[src/verilog/rv_decode_config.svh]
`ifndef RV_DECODE_CONFIG_SVH
`define RV_DECODE_CONFIG_SVH

// Field widths
`define INSTR_W      30
`define ALU_OP_W     4
`define MDU_OP_W     3
`define CSR_OP_W     2
`define EXC_W        2
`define CS_W         2
`define WB_W         2

// Major opcodes, instruction bits 6..2
`define OPC_LOAD     5'b00000
`define OPC_STORE    5'b01000
`define OPC_BRANCH   5'b11000
`define OPC_JALR     5'b11001
`define OPC_JAL      5'b11011
`define OPC_AUIPC    5'b00101
`define OPC_LUI      5'b01101
`define OPC_OP_IMM   5'b00100
`define OPC_OP       5'b01100
`define OPC_SYSTEM   5'b11100

`define F7_BASE      7'b0000000
`define F7_ALT       7'b0100000
`define F7_MULDIV    7'b0000001

// Privileged funct12 values
`define F12_ECALL    12'b0000000_00000
`define F12_EBREAK   12'b0000000_00001
`define F12_MRET     12'b0011000_00010
`define F12_WFI      12'b0001000_00101

`define ALU_ADD      4'b0000
`define ALU_SUB      4'b0001
`define ALU_SLL      4'b0011
`define ALU_SLT      4'b0100
`define ALU_SLTU     4'b0101
`define ALU_XOR      4'b0110
`define ALU_SRL      4'b0111
`define ALU_SRA      4'b1000
`define ALU_OR       4'b1001
`define ALU_AND      4'b1010
`define ALU_PASS_B   4'b1100

`define EXC_NONE     2'b00
`define EXC_ILLEGAL  2'b01
`define EXC_ECALL    2'b10
`define EXC_EBREAK   2'b11

`define CS_ALU       2'b00
`define CS_MDU       2'b01
`define CS_CSR       2'b11

`define WB_EXEC      2'b00
`define WB_MEM       2'b01
`define WB_LINK      2'b11

`endif
[src/verilog/rv_decode_pkg.sv]
package rv_decode_pkg;

   // One instruction word, bits 31..2, seen as R-type or as I-type
   typedef union packed {
      struct packed {
         logic [6:0] funct7;
         logic [4:0] rs2;
         logic [4:0] rs1;
         logic [2:0] funct3;
         logic [4:0] rd;
         logic [4:0] opcode;
      } regs;
      struct packed {
         logic [11:0] funct12;
         logic [4:0]  rs1;
         logic [2:0]  funct3;
         logic [4:0]  rd;
         logic [4:0]  opcode;
      } imm;
   } rv_instr_u;

endpackage

[src/verilog/rv_decode_stage.sv]
`timescale 1ns/1ps
`include "rv_decode_config.svh"

module rv_decode_stage (
   input  logic                 clk_i,
   input  logic                 rst_n_i,
   input  logic                 instr_valid_i,
   input  logic [`INSTR_W-1:0]  instr_i,
   input  logic                 is_m_supported_i,
   output logic                 valid_o,
   output logic [`EXC_W-1:0]    exception_o,
   output logic                 is_mret_o,
   output logic                 csr_en_o,
   output logic [`CSR_OP_W-1:0] csr_op_o,
   output logic                 csr_source_sel_o,
   output logic [`ALU_OP_W-1:0] alu_op_o,
   output logic                 mdu_en_o,
   output logic [`MDU_OP_W-1:0] mdu_op_o,
   output logic [`CS_W-1:0]     chip_select_o,
   output logic                 rs2_negate_sel_o,
   output logic                 reg_wr_en_o,
   output logic [`WB_W-1:0]     wb_sel_o,
   output logic                 op1_sel_o,
   output logic                 op2_sel_o,
   output logic                 is_load_o,
   output logic                 is_store_o
);

   import rv_decode_pkg::*;

   rv_instr_u              instr;
   logic                   int_legal;
   logic [`ALU_OP_W-1:0]   int_alu_op;
   logic                   int_negate;
   logic                   int_wr_en;
   logic [`WB_W-1:0]       int_wb_sel;
   logic                   int_op1_sel;
   logic                   int_op2_sel;
   logic                   int_load;
   logic                   int_store;
   logic                   md_legal;
   logic                   md_en;
   logic [`MDU_OP_W-1:0]   md_op;
   logic                   md_wr_en;
   logic                   sys_legal;
   logic                   sys_csr_en;
   logic [`CSR_OP_W-1:0]   sys_csr_op;
   logic                   sys_csr_src;
   logic                   sys_wr_en;
   logic [`EXC_W-1:0]      sys_exc;
   logic                   sys_mret;

   assign instr = rv_instr_u'(instr_i);

   base_int_decoder u_base_int_decoder (
      .instr_i          (instr),
      .int_legal_o      (int_legal),
      .alu_op_o         (int_alu_op),
      .rs2_negate_sel_o (int_negate),
      .reg_wr_en_o      (int_wr_en),
      .wb_sel_o         (int_wb_sel),
      .op1_sel_o        (int_op1_sel),
      .op2_sel_o        (int_op2_sel),
      .is_load_o        (int_load),
      .is_store_o       (int_store)
   );

   muldiv_decoder u_muldiv_decoder (
      .instr_i          (instr),
      .is_m_supported_i (is_m_supported_i),
      .md_legal_o       (md_legal),
      .mdu_en_o         (md_en),
      .mdu_op_o         (md_op),
      .md_reg_wr_en_o   (md_wr_en)
   );

   system_decoder u_system_decoder (
      .instr_i          (instr),
      .sys_legal_o      (sys_legal),
      .csr_en_o         (sys_csr_en),
      .csr_op_o         (sys_csr_op),
      .csr_source_sel_o (sys_csr_src),
      .sys_reg_wr_en_o  (sys_wr_en),
      .sys_exception_o  (sys_exc),
      .is_mret_o        (sys_mret)
   );

   decode_output_reg u_decode_output_reg (
      .clk_i            (clk_i),
      .rst_n_i          (rst_n_i),
      .instr_valid_i    (instr_valid_i),
      .int_legal_i      (int_legal),
      .alu_op_i         (int_alu_op),
      .rs2_negate_sel_i (int_negate),
      .int_reg_wr_en_i  (int_wr_en),
      .wb_sel_i         (int_wb_sel),
      .op1_sel_i        (int_op1_sel),
      .op2_sel_i        (int_op2_sel),
      .is_load_i        (int_load),
      .is_store_i       (int_store),
      .md_legal_i       (md_legal),
      .mdu_en_i         (md_en),
      .mdu_op_i         (md_op),
      .md_reg_wr_en_i   (md_wr_en),
      .sys_legal_i      (sys_legal),
      .csr_en_i         (sys_csr_en),
      .csr_op_i         (sys_csr_op),
      .csr_source_sel_i (sys_csr_src),
      .sys_reg_wr_en_i  (sys_wr_en),
      .sys_exception_i  (sys_exc),
      .is_mret_i        (sys_mret),
      .valid_o          (valid_o),
      .exception_o      (exception_o),
      .is_mret_o        (is_mret_o),
      .csr_en_o         (csr_en_o),
      .csr_op_o         (csr_op_o),
      .csr_source_sel_o (csr_source_sel_o),
      .alu_op_o         (alu_op_o),
      .mdu_en_o         (mdu_en_o),
      .mdu_op_o         (mdu_op_o),
      .chip_select_o    (chip_select_o),
      .rs2_negate_sel_o (rs2_negate_sel_o),
      .reg_wr_en_o      (reg_wr_en_o),
      .wb_sel_o         (wb_sel_o),
      .op1_sel_o        (op1_sel_o),
      .op2_sel_o        (op2_sel_o),
      .is_load_o        (is_load_o),
      .is_store_o       (is_store_o)
   );

endmodule

[src/verilog/decode_output_reg.sv]
`timescale 1ns/1ps
`include "rv_decode_config.svh"

module decode_output_reg (
   input  logic                 clk_i,
   input  logic                 rst_n_i,
   input  logic                 instr_valid_i,
   input  logic                 int_legal_i,
   input  logic [`ALU_OP_W-1:0] alu_op_i,
   input  logic                 rs2_negate_sel_i,
   input  logic                 int_reg_wr_en_i,
   input  logic [`WB_W-1:0]     wb_sel_i,
   input  logic                 op1_sel_i,
   input  logic                 op2_sel_i,
   input  logic                 is_load_i,
   input  logic                 is_store_i,
   input  logic                 md_legal_i,
   input  logic                 mdu_en_i,
   input  logic [`MDU_OP_W-1:0] mdu_op_i,
   input  logic                 md_reg_wr_en_i,
   input  logic                 sys_legal_i,
   input  logic                 csr_en_i,
   input  logic [`CSR_OP_W-1:0] csr_op_i,
   input  logic                 csr_source_sel_i,
   input  logic                 sys_reg_wr_en_i,
   input  logic [`EXC_W-1:0]    sys_exception_i,
   input  logic                 is_mret_i,
   output logic                 valid_o,
   output logic [`EXC_W-1:0]    exception_o,
   output logic                 is_mret_o,
   output logic                 csr_en_o,
   output logic [`CSR_OP_W-1:0] csr_op_o,
   output logic                 csr_source_sel_o,
   output logic [`ALU_OP_W-1:0] alu_op_o,
   output logic                 mdu_en_o,
   output logic [`MDU_OP_W-1:0] mdu_op_o,
   output logic [`CS_W-1:0]     chip_select_o,
   output logic                 rs2_negate_sel_o,
   output logic                 reg_wr_en_o,
   output logic [`WB_W-1:0]     wb_sel_o,
   output logic                 op1_sel_o,
   output logic                 op2_sel_o,
   output logic                 is_load_o,
   output logic                 is_store_o
);

   localparam int CTRL_W = `EXC_W + `CSR_OP_W + `ALU_OP_W + `MDU_OP_W + `CS_W + `WB_W + 10;

   logic                any_legal;
   logic [`CS_W-1:0]    chip_sel_d;
   logic [`EXC_W-1:0]   exc_d;
   logic [CTRL_W-1:0]   ctrl_d;
   logic [CTRL_W-1:0]   ctrl_q;
   logic                valid_q;

   assign any_legal  = int_legal_i | md_legal_i | sys_legal_i;
   assign chip_sel_d = md_legal_i ? `CS_MDU : (csr_en_i ? `CS_CSR : `CS_ALU);
   assign exc_d      = any_legal ? sys_exception_i : `EXC_ILLEGAL;

   // Groups are disjoint and zero their fields when not legal
   assign ctrl_d = {exc_d, is_mret_i, csr_en_i, csr_op_i, csr_source_sel_i,
                    alu_op_i, mdu_en_i, mdu_op_i, chip_sel_d, rs2_negate_sel_i,
                    int_reg_wr_en_i | md_reg_wr_en_i | sys_reg_wr_en_i,
                    wb_sel_i, op1_sel_i, op2_sel_i, is_load_i, is_store_i};

   always_ff @(posedge clk_i) begin
      if (!rst_n_i) begin
         valid_q <= 1'b0;
      end else begin
         valid_q <= instr_valid_i;
      end
   end

   always_ff @(posedge clk_i) begin
      if (!rst_n_i) begin
         ctrl_q <= '0;
      end else begin
         ctrl_q <= ctrl_d;
      end
   end

   assign valid_o = valid_q;

   assign {exception_o, is_mret_o, csr_en_o, csr_op_o, csr_source_sel_o,
           alu_op_o, mdu_en_o, mdu_op_o, chip_select_o, rs2_negate_sel_o,
           reg_wr_en_o, wb_sel_o, op1_sel_o, op2_sel_o, is_load_o,
           is_store_o} = valid_q ? ctrl_q : '0;

endmodule

[src/verilog/system_decoder.sv]
`timescale 1ns/1ps
`include "rv_decode_config.svh"

module system_decoder (
   input  rv_decode_pkg::rv_instr_u instr_i,
   output logic                     sys_legal_o,
   output logic                     csr_en_o,
   output logic [`CSR_OP_W-1:0]     csr_op_o,
   output logic                     csr_source_sel_o,
   output logic                     sys_reg_wr_en_o,
   output logic [`EXC_W-1:0]        sys_exception_o,
   output logic                     is_mret_o
);

   logic [2:0] funct3;
   logic       regs_zero;

   assign funct3    = instr_i.imm.funct3;
   assign regs_zero = (instr_i.imm.rd == 5'd0) && (instr_i.imm.rs1 == 5'd0);

   always_comb begin
      sys_legal_o      = 1'b0;
      csr_en_o         = 1'b0;
      csr_op_o         = '0;
      csr_source_sel_o = 1'b0;
      sys_reg_wr_en_o  = 1'b0;
      sys_exception_o  = `EXC_NONE;
      is_mret_o        = 1'b0;

      if (instr_i.imm.opcode == `OPC_SYSTEM) begin
         if (funct3 != 3'b000) begin
            // CSR access, bit 2 picks the zimm source
            sys_legal_o      = (funct3 != 3'b100);
            csr_en_o         = sys_legal_o;
            csr_op_o         = sys_legal_o ? funct3[1:0] : '0;
            csr_source_sel_o = sys_legal_o & funct3[2];
            sys_reg_wr_en_o  = sys_legal_o;
         end else if (regs_zero) begin
            case (instr_i.imm.funct12)
               `F12_ECALL: begin
                  sys_legal_o     = 1'b1;
                  sys_exception_o = `EXC_ECALL;
               end
               `F12_EBREAK: begin
                  sys_legal_o     = 1'b1;
                  sys_exception_o = `EXC_EBREAK;
               end
               `F12_MRET: begin
                  sys_legal_o = 1'b1;
                  is_mret_o   = 1'b1;
               end
               // WFI behaves as a no-op here
               `F12_WFI: sys_legal_o = 1'b1;
               default: ;
            endcase
         end
      end
   end

endmodule

[src/verilog/muldiv_decoder.sv]
`timescale 1ns/1ps
`include "rv_decode_config.svh"

module muldiv_decoder (
   input  rv_decode_pkg::rv_instr_u instr_i,
   input  logic                     is_m_supported_i,
   output logic                     md_legal_o,
   output logic                     mdu_en_o,
   output logic [`MDU_OP_W-1:0]     mdu_op_o,
   output logic                     md_reg_wr_en_o
);

   // All eight funct3 values are valid M operations
   assign md_legal_o = (instr_i.regs.opcode == `OPC_OP) &&
                       (instr_i.regs.funct7 == `F7_MULDIV) &&
                       is_m_supported_i;

   assign mdu_en_o       = md_legal_o;
   assign mdu_op_o       = md_legal_o ? instr_i.regs.funct3 : '0;
   assign md_reg_wr_en_o = md_legal_o;

endmodule

[src/verilog/base_int_decoder.sv]
`timescale 1ns/1ps
`include "rv_decode_config.svh"

module base_int_decoder (
   input  rv_decode_pkg::rv_instr_u instr_i,
   output logic                     int_legal_o,
   output logic [`ALU_OP_W-1:0]     alu_op_o,
   output logic                     rs2_negate_sel_o,
   output logic                     reg_wr_en_o,
   output logic [`WB_W-1:0]         wb_sel_o,
   output logic                     op1_sel_o,
   output logic                     op2_sel_o,
   output logic                     is_load_o,
   output logic                     is_store_o
);

   logic [2:0] funct3;
   logic       alt;

   assign funct3 = instr_i.regs.funct3;
   assign alt    = (instr_i.regs.funct7 == `F7_ALT);

   function automatic logic [`ALU_OP_W-1:0] arith_op(input logic [2:0] f3,
                                                     input logic use_alt);
      case (f3)
         3'b000:  arith_op = use_alt ? `ALU_SUB : `ALU_ADD;
         3'b001:  arith_op = `ALU_SLL;
         3'b010:  arith_op = `ALU_SLT;
         3'b011:  arith_op = `ALU_SLTU;
         3'b100:  arith_op = `ALU_XOR;
         3'b101:  arith_op = use_alt ? `ALU_SRA : `ALU_SRL;
         3'b110:  arith_op = `ALU_OR;
         default: arith_op = `ALU_AND;
      endcase
   endfunction

   always_comb begin
      int_legal_o      = 1'b0;
      alu_op_o         = `ALU_ADD;
      rs2_negate_sel_o = 1'b0;
      reg_wr_en_o      = 1'b0;
      wb_sel_o         = `WB_EXEC;
      op1_sel_o        = 1'b0;
      op2_sel_o        = 1'b1;
      is_load_o        = 1'b0;
      is_store_o       = 1'b0;

      case (instr_i.regs.opcode)
         `OPC_LOAD: begin
            int_legal_o = funct3 inside {3'b000, 3'b001, 3'b010, 3'b100, 3'b101};
            reg_wr_en_o = 1'b1;
            wb_sel_o    = `WB_MEM;
            is_load_o   = 1'b1;
         end
         `OPC_STORE: begin
            int_legal_o = funct3 inside {3'b000, 3'b001, 3'b010};
            is_store_o  = 1'b1;
         end
         `OPC_BRANCH: begin
            // funct3 010 and 011 are unused
            int_legal_o = (funct3[2:1] != 2'b01);
            op1_sel_o   = 1'b1;
         end
         `OPC_JALR: begin
            int_legal_o = (funct3 == 3'b000);
            reg_wr_en_o = 1'b1;
            wb_sel_o    = `WB_LINK;
         end
         `OPC_JAL: begin
            int_legal_o = 1'b1;
            reg_wr_en_o = 1'b1;
            wb_sel_o    = `WB_LINK;
            op1_sel_o   = 1'b1;
         end
         `OPC_AUIPC: begin
            int_legal_o = 1'b1;
            reg_wr_en_o = 1'b1;
            op1_sel_o   = 1'b1;
         end
         `OPC_LUI: begin
            int_legal_o = 1'b1;
            reg_wr_en_o = 1'b1;
            alu_op_o    = `ALU_PASS_B;
         end
         `OPC_OP_IMM: begin
            // Shift amounts sit in the rs2 field, funct7 must be clean
            case (funct3)
               3'b001:  int_legal_o = (instr_i.regs.funct7 == `F7_BASE);
               3'b101:  int_legal_o = (instr_i.regs.funct7 == `F7_BASE) || alt;
               default: int_legal_o = 1'b1;
            endcase
            alu_op_o    = arith_op(funct3, alt && (funct3 == 3'b101));
            reg_wr_en_o = 1'b1;
         end
         `OPC_OP: begin
            int_legal_o      = (instr_i.regs.funct7 == `F7_BASE) ||
                               (alt && (funct3 == 3'b000 || funct3 == 3'b101));
            alu_op_o         = arith_op(funct3, alt);
            rs2_negate_sel_o = alt && (funct3 == 3'b000);
            reg_wr_en_o      = 1'b1;
            op2_sel_o        = 1'b0;
         end
         default: ;
      endcase

      if (!int_legal_o) begin
         alu_op_o         = '0;
         rs2_negate_sel_o = 1'b0;
         reg_wr_en_o      = 1'b0;
         wb_sel_o         = '0;
         op1_sel_o        = 1'b0;
         op2_sel_o        = 1'b0;
         is_load_o        = 1'b0;
         is_store_o       = 1'b0;
      end
   end

endmodule

[config.mk]
export PLATFORM = sky130hd
export DESIGN_NAME = rv_decode_stage
export DESIGN_NICKNAME = d
export VERILOG_FILES = /design/src/verilog/rv_decode_pkg.sv /design/src/verilog/rv_decode_stage.sv /design/src/verilog/decode_output_reg.sv /design/src/verilog/system_decoder.sv /design/src/verilog/muldiv_decoder.sv /design/src/verilog/base_int_decoder.sv
export VERILOG_INCLUDE_DIRS = /design/src /design/src/verilog
export SDC_FILE = /design/constraint.sdc
export NUM_CORES = 1
export LEC_CHECK = 0
export CAP_MARGIN = 20
export CORE_ASPECT_RATIO = 2
export CORE_MARGIN = 2
export CORE_UTILIZATION = 45
export CTS_CLUSTER_DIAMETER = 40
export DETAILED_ROUTE_END_ITERATION = 12
export DONT_BUFFER_PORTS = 1
export MAX_ROUTING_LAYER = met4
export PLACE_DENSITY_LB_ADDON = 0.2
export SETUP_SLACK_MARGIN = 0.5
export SLEW_MARGIN = 20
export SYNTH_ARGS = -nofsm -noshare
export SYNTH_HDL_FRONTEND = slang
export SYNTH_SLANG_ARGS = --single-unit
[constraint.sdc]
create_clock -name clk_i -period 2.55 [get_ports clk_i]
set_clock_uncertainty 0.05 [all_clocks]
set_input_delay 0 -clock clk_i [delete_from_list [all_inputs] [get_ports clk_i]]
set_output_delay 0 -clock clk_i [all_outputs]
set_load 0.03 [all_outputs]
==> results of run 1 <==
registers in the layout, indices dropped and copies added, names as in the netlist:
name,cells
u_decode_output_reg.ctrl_q,25
u_decode_output_reg.valid_o,1
synth_stat cells, drive strengths merged, types with 2 or more instances:
| cell type | n |
|---|---|
| o211ai | 2 |
| nor4 | 9 |
| inv | 4 |
| or3 | 6 |
| o21ai | 7 |
| nand4b | 2 |
| nand3 | 6 |
| nand2b | 3 |
| o22ai | 2 |
| nor2b | 4 |
| nor3 | 7 |
| nor2 | 14 |
| dfxtp | 26 |
| buf | 3 |
| and2 | 32 |
| nand2 | 11 |
| or4 | 2 |
| a21oi | 4 |
| clkbuf | 7 |
| a31oi | 4 |
kinds of logic after synthesis:
| logic type | count (synthesis) | synth area share (%) |
|---|---|---|
| DFF | 26 | 38.0 |
| AOI/OAI and AO/OA | 29 | 16.2 |
| xor gates and xnor gates | 1 | 0.639 |
| and+or+nand+nor | 99 | 40.9 |
| buffers and inverters | 14 | 4.29 |
metal layers:
| layer | wire [um] | global-route usage [%] | share of wire (%) | vias up |
|---|---|---|---|---|
| met2 | 1830 | 37.3 | 54 | 80 |
| met4 | 112 | 11.2 | 3.3 | 0 |
| met1 | 1210 | 19.0 | 35 | 587 |
| met5 | 0 | - | 0 | - |
| li1 | - | - | - | 636 |
| met3 | 263 | 4.18 | 7.7 | 16 |
final timing paths:
check / to / start
max: u_decode_output_reg.ctrl_q[22]$_SDFF_PP0_ / instr_i[11]
min: u_decode_output_reg.ctrl_q[7]$_SDFF_PN0_ / instr_i[3]
power breakdown:
group          switching [mW]  leakage [nW]  internal (mW)
Combinational          0.0481         0.345         0.0458
Sequential            0.00615         0.210          0.410
Clock                   0.121        0.0357          0.210
worst max-delay path, cell delays in order:
cell and delay [ns]:
dlygate4sd3_1 0.66, nor2_2 0.19, nand3_1 0.13, or3_1 0.40, nor3_1 0.17, dlygate4sd3_1 0.56
through the flow:
stage / setup WS [ns] / utilization (%)
floorplan: 0.854 / -
global placement: 0.803 / 46.3
detailed placement: 0.787 / 46.3
CTS: 0.532 / 56.6
global route: 0.485 / 57.3
finish: 0.612 / 57.3
layout make-up:
class,instances,share of cell area [%]
multi-input combinational,129,48.1
sequential,26,30.9
clock buffer,3,2.45
tap,30,2.23
clock inverter,1,1.78
inverter,4,0.890
timing repair buffer,23,13.6
repair_timing:
| action | CTS | global route |
|---|---|---|
| endpoints found under the setup margin | 0 | 6 |
| endpoints found under the hold margin | 26 | 0 |
| hold buffers | 23 | 0 |
| buffers inserted | 0 | 0 |
| gates resized for setup | 0 | 4 |
==> flow_summary.yaml, run 1 <==
status:
  outcome: "completed"
cells_and_area:
  seq_area_um2: 520
  areaGrowthSynthToFinish_pct: 23.1
  final_common_cell: "and2_1"
  layout_common_cells: "and2_1 (32), dfxtp_1 (26), dlygate4sd3_1 (23), nor2_1 (13), nand2_1 (11)"
  drive_above_1_share_pct: 6.99
  nets: 221
  antennaDiodeCount: 0
  nFillCells: 294
  multiInputGateArea_um2: 812
  final_cell_area_um2: 1690
  instances_no_fill: 216
placement:
  dp_hpwl_um: 2420
  io_buffers: 0
  place_inst: 189
  place_congestion: 0.841
  place_area_um2: 1360
synth:
  synth_cell_types: 38
  synth_seq_area_share_pct: 38.0
  synthCells: 169
  synth.largest_area_cell: "dfxtp_1"
  ys_ff_latch: 26
  ys_warn_count: 0
  synth_edf_count: 0
  avgSynthCellArea_um2: 8.11
  synth_top_area_share_pct: 38.0
  synth_area_um2: 1370
  synthTopCellsByArea: "dfxtp_1 (38%), and2_1 (15%), nor2_1 (3.8%)"
  synth_async_sr_flop_share_pct: 0
  syn-num-nets: 203
  ys.flop_type: "dfxtp_1"
worst_hold_path:
  min_path_cells: 4
  hold_path_class: "primary input to register"
worst_setup_path:
  crit_type: "primary input to register"
  cp-start-kind: "primary input"
  worst_ep_required_time_ns: 2.72
  crit_fanout: 9
  end_kind: "register"
  arrival_ns: 2.11
timing:
  period_minus_slack_ns: 1.94
  rsz0062_at_grt: "false"
  fin_hold_ws_ns: 0.00455
  setup_viol: 0
  hold_viol: 0
  slew_violations: 0
  finalCritPeriodShare_pct: 76.0
  relSlewSlack_pct: 47.3
  clock.fmax_mhz: 516
  tns_ns: 0
  tightest_slew_ns: 0.789
die:
  io_pins: 60
  die_w_um: 43.0
  num_rows: 28
  start_util_pct: 46.6
  fp.dieArea_um2: 3530
  core_area_um2: 2940
  die_y_um: 82.0
cts:
  clk_pin_slew_ns: 0.09
  cts_buffer_depth: 2
  numCtsBuffers: 3
  cts_sinks: 26
  cts_tree: "yes"
  htreeDepth: 1
  cts_root_buf: "clkbuf_8"
global_route:
  track_usage_pct: 20.2
  grt_pass1_wl_um: 5370
  antenna_found_initial: 0
  grt_pass1_vias: 1254
  overflow: 0
  grt_max_degree: 27
route:
  wl_per_cell_um: 15.8
  firstDrtPassIters: 4
  drc: 0
  drt_iter0_drc: 14
  viasPerCell: 6.11
  drt_wl_total_um: 3420
  postRouteAntennaNets: 0
  vias: 1319
pwr:
  p_leak_nw: 0.591
  peakVddDrop_mv: 0.212
  power_uw: 841
  power.density_nw_per_um2: 499
run:
  drv_cap: 0
Note: power is estimated with default switching activity, not from simulation.
==> run 2: changes to the inputs <==
ABC_AREA = 1   (was unset)
clock period = 1.8 ns   (was 2.55 ns; I/O delays follow)
==> run 2 against run 1 <==
Design area up 16%. Non-clock buffer count up 6. Sequential share of layout area down 4.2 points. Area after synthesis up 15%. Die area up 14%. Wire length up 1.6%. Combinational power up 83%. Critical path depth down 3. Sequential power up 41%. Critical endpoint is now csr_op_o[0].
==> flow_summary.yaml, run 2 <==
cells_and_area:
  regMostFlops: "u_decode_output_reg.ctrl_q"
  nets: 314
  final_cell_area_um2: 1960
  largest_reg_flops: 25
  drive_above_1_share_pct: 18.3
  layout_common_cells: "nand2_1 (60), inv_1 (45), nor2_1 (40), dlygate4sd3_1 (26), dfxtp_1 (25)"
  final_common_cell: "nand2_1"
  post-route-util_pct: 58.0
  antennaDiodeCount: 0
  areaGrowthSynthToFinish_pct: 24.5
worst_setup_path:
  cp-start-kind: "register"
  end_kind: "primary output"
  startpoint: "u_decode_output_reg.valid_o$_SDFF_PN0_"
  crit_end: "csr_op_o[0]"
  crit_type: "register to primary output"
  crit_fanout: 25
  arrival_ns: 1.17
  worst_ep_required_time_ns: 1.75
timing:
  relSlewSlack_pct: 55.9
  setup_viol: 0
  hold_viol: 0
  tns_ns: 0
  tightest_slew_ns: 0.661
  finalCritPeriodShare_pct: 68.0
  fin_hold_ws_ns: 0.00137
  clock.fmax_mhz: 817
  rsz0062_at_grt: "false"
  slew_violations: 0
  setup_slack_ns: 0.576
  period_minus_slack_ns: 1.22
synth:
  synth.largest_area_cell: "dfxtp_1"
  ys_ff_latch: 26
  synth_area_um2: 1570
  synthCells: 252
  synth_async_sr_flop_share_pct: 0
  synthTopCellsByArea: "dfxtp_1 (33%), nand2_1 (14%), inv_1 (11%)"
  avgSynthCellArea_um2: 6.24
  synth_seq_area_share_pct: 33.1
  yosysMostFrequentCell: "nand2_1"
  synth_common_cells: "nand2_1 (60), inv_1 (45), nor2_1 (43)"
  ys_warn_count: 0
  synth_cell_types: 26
  ys.flop_type: "dfxtp_1"
  synth_edf_count: 0
  syn-num-nets: 286
  synth_top_area_share_pct: 33.1
global_route:
  grt_pass1_vias: 1346
  antenna_found_initial: 0
  grt_pass1_wl_um: 5310
  grt_max_degree: 26
  track_usage_pct: 18.5
  overflow: 0
die:
  die_y_um: 87.6
  start_util_pct: 46.6
  die_w_um: 45.8
  num_rows: 30
  core_area_um2: 3380
  io_pins: 60
  fp.dieArea_um2: 4010
cts:
  cts_buffer_depth: 2
  numCtsBuffers: 3
  cts_tree: "yes"
  cts_root_buf: "clkbuf_8"
  clk_pin_slew_ns: 0.08
  cts_sinks: 26
  htreeDepth: 1
  cts_setup_buffers: 0
route:
  drt_wl_total_um: 3470
  viasPerCell: 4.82
  firstDrtPassIters: 4
  wl_per_cell_um: 11.2
  postRouteAntennaNets: 0
  drt_iter0_drc: 19
  vias: 1500
  drc: 0
pwr:
  p_leak_nw: 1.09
  p_int_uw: 853
  switchingPower_uw: 260
  peakVddDrop_mv: 0.263
  p_seq_share_pct: 52.7
  combPwrFrac_pct: 15.5
  power.share.clock_pct: 31.8
  power.density_nw_per_um2: 568
  p_sw_share_pct: 23.4
placement:
  place_congestion: 0.934
  place_area_um2: 1600
  place_ws_ns: 0.455
  io_buffers: 0
  dp_hpwl_um: 2640
run:
  drv_cap: 0
status:
  outcome: "completed"
worst_hold_path:
  min_path_cells: 2
  hold_path_class: "primary input to register"
run 2: worst min-delay path by stage:
stage | from | end | slack [ns]
finish | rst_n_i | u_decode_output_reg.ctrl_q[16]$_SDFF_PN0_ | 0.001
global route | instr_i[2] | u_decode_output_reg.ctrl_q[14]$_SDFF_PN0_ | 0.01
CTS | instr_i[16] | u_decode_output_reg.ctrl_q[24]$_SDFF_PP0_ | 0.0002
detailed placement | rst_n_i | u_decode_output_reg.valid_o$_SDFF_PN0_ | 0.06
global placement | rst_n_i | u_decode_output_reg.valid_o$_SDFF_PN0_ | 0.05
floorplan | rst_n_i | u_decode_output_reg.valid_o$_SDFF_PN0_ | 0.04
run 2: worst max-delay path: stages (launching register included):
cell     delay [ns]
dfxtp_2        0.45
buf_12         0.19
nand2_1        0.06
inv_1          0.21
run 2: layout make-up:
cell class,instances,area (um^2)
clock buffer,4,55.1
fill,343,1420
inverter,52,195
multi-input combinational,168,841
sequential,26,522
tap,32,40.0
timing repair buffer,29,305
run 2: kinds of logic after synthesis:
logic type | Yosys count | share of synthesized area (%)
buf+inv | 58 | 14.8
flops | 26 | 33.1
compound gates | 11 | 3.90
simple gates | 157 | 48.2
run 2: stage by stage:
step / std cells / power [mW]
after global placement: 279 / 0.725
final: 311 / 1.11
after CTS: 311 / 1.12
after detailed placement: 279 / 0.726
after floorplan: 252 / 0.711
after global routing: 311 / 1.16
run 2: power groups by stage:
stage | registers, mW | clock network (mW) | logic [mW]
floorplan | 0.599 | 0 | 0.112
global placement | 0.600 | 0 | 0.125
detailed placement | 0.600 | 0 | 0.125
CTS | 0.587 | 0.365 | 0.167
global route | 0.588 | 0.384 | 0.189
finish | 0.587 | 0.354 | 0.172
run 2: layer usage:
layer	vias to the layer above	GRT usage, %	wire, um
li1	795	-	-
met1	638	15.9	1310
met2	58	35.6	1920
met3	9	1.24	113
met4	0	10.6	132
met5	-	-	0
run 2: what timing repair did:
action                                  CTS  global route
hold buffers                             28             0
endpoints found under the hold margin    24             0
pin swaps                                 0             3
endpoints found under the setup margin   25             1
gates resized for setup                   1             8
==> run 3: changes to the inputs <==
clock period = 1.2 ns   (was 1.8 ns; I/O delays follow)
==> run 3 against run 2 <==
Highest routed layer unchanged. Combinational power grew 120%. Via count is 6.7% higher. Largest cell class unchanged. The run now ends with hold timing left. Global-route usage rose by 1.7 points.
==> flow_summary.yaml, run 3 (same netlist as run 2, synthesis figures left out) <==
worst_setup_path:
  worst_ep_required_time_ns: 1.15
  crit_type: "register to primary output"
  arrival_ns: 1.02
  end_kind: "primary output"
  crit_fanout: 6
  cp-start-kind: "register"
die:
  core_area_um2: 3380
  io_pins: 60
  num_rows: 30
  fp.dieArea_um2: 4010
  die_y_um: 87.6
  start_util_pct: 46.6
  die_w_um: 45.8
cells_and_area:
  layout_common_cells: "nor2_1 (28), nand2_1 (28), nand2_4 (26), dfxtp_1 (25), nor2_4 (22)"
  antennaDiodeCount: 0
  post-route-util_pct: 77.9
  drive_above_1_share_pct: 57.5
  largest_reg_flops: 25
  final_cell_area_um2: 2630
  nets: 315
  regMostFlops: "u_decode_output_reg.ctrl_q"
  areaGrowthSynthToFinish_pct: 67.3
timing:
  rsz0062_at_grt: "true"
  tns_ns: 0
  setup_viol: 0
  finalCritPeriodShare_pct: 89.5
  period_minus_slack_ns: 1.07
  fin_hold_ws_ns: -0.128
  relSlewSlack_pct: 77.3
  tightest_slew_ns: 0.338
  clock.fmax_mhz: 931
  slew_violations: 0
  hold_viol: 11
placement:
  place_area_um2: 2010
  dp_hpwl_um: 2830
  place_congestion: 0.926
  io_buffers: 0
route:
  drt_iter0_drc: 34
  drc: 0
  drt_wl_total_um: 4130
  viasPerCell: 5.13
  vias: 1600
  wl_per_cell_um: 13.3
  firstDrtPassIters: 4
  postRouteAntennaNets: 0
global_route:
  grt_pass1_vias: 1447
  antenna_found_initial: 0
  grt_pass1_wl_um: 5950
  track_usage_pct: 20.2
  overflow: 0
  grt_max_degree: 15
cts:
  numCtsBuffers: 3
  cts_hold_buf: 5
  htreeDepth: 1
  cts_buffer_depth: 2
  clk_pin_slew_ns: 0.08
  cts_tree: "yes"
  cts_sinks: 26
  cts_root_buf: "clkbuf_8"
worst_hold_path:
  min_path_cells: 3
  hold_path_class: "primary input to register"
status:
  failed_checks: "hold timing"
  outcome: "finished with violations"
pwr:
  peakVddDrop_mv: 0.451
  power.density_nw_per_um2: 681
  p_leak_nw: 1.37
run:
  drv_cap: 0
[run 3: changes by cell type in the layout (fill, tap and decap cells not counted), moves of 5 or more]
| cell | delta |
|---|---|
| nand2_1 | -32 |
| inv_1 | -31 |
| nand2_4 | +25 |
| dlygate4sd3_1 | -24 |
| inv_6 | +21 |
| nor2_4 | +16 |
| buf_4 | +12 |
| nor2_1 | -12 |
| buf_6 | +7 |
| nand3_1 | -7 |
| inv_8 | +5 |
| nand2_8 | +5 |
[run 3: layout make-up]
class | count | area, um^2
timing repair buffer | 30 | 357
multi-input combinational | 168 | 1310
clock buffer | 4 | 55.1
sequential | 26 | 524
fill | 232 | 747
tap | 32 | 40.0
inverter | 52 | 348
[run 3: power by group]
group / total, mW / leakage, nW / switching, mW / internal (mW)
Clock: 0.529 / 0.0288 / 0.237 / 0.292
Sequential: 0.887 / 0.211 / 0.0151 / 0.871
Combinational: 0.376 / 1.13 / 0.216 / 0.160
[run 3: critical path, stage by stage, from the launching register on]
cell and delay [ns]:
dfxtp_4 0.44, buf_12 0.17, nand2_4 0.07, inv_6 0.08
[run 3: metal layers]
metal  wire, um  part of all wire [%]  GRT usage (%)
met2       2500                    61           36.6
met5          0                     0              -
met4        175                   4.2           13.8
met1       1330                    32           19.0
met3        128                   3.1          0.825
[run 3: path summary, 6_finish.rpt]
path | start | to | slack, ns
worst max-delay path | u_decode_output_reg.valid_o$_SDFF_PN0_ | wb_sel_o[0] | 0.13
worst min-delay path | instr_i[4] | u_decode_output_reg.ctrl_q[7]$_SDFF_PN0_ | -0.13
[run 3: timing repair]
item	CTS	global route
setup buffers	12	5
setup endpoints to repair	39	51
endpoints found under the hold margin	26	9
resized for setup	38	52
gates cloned	1	1
pin swaps	21	21
[run 3: per-stage QoR]
step / instances / power [mW] / setup slack (ns)
after floorplan: 252 / 1.14 / 0.191
after global placement: 284 / 1.15 / 0.0787
after detailed placement: 284 / 1.15 / 0.0688
after CTS: 306 / 1.75 / 0.121
after global routing: 312 / 1.87 / 0.0806
final: 312 / 1.79 / 0.126
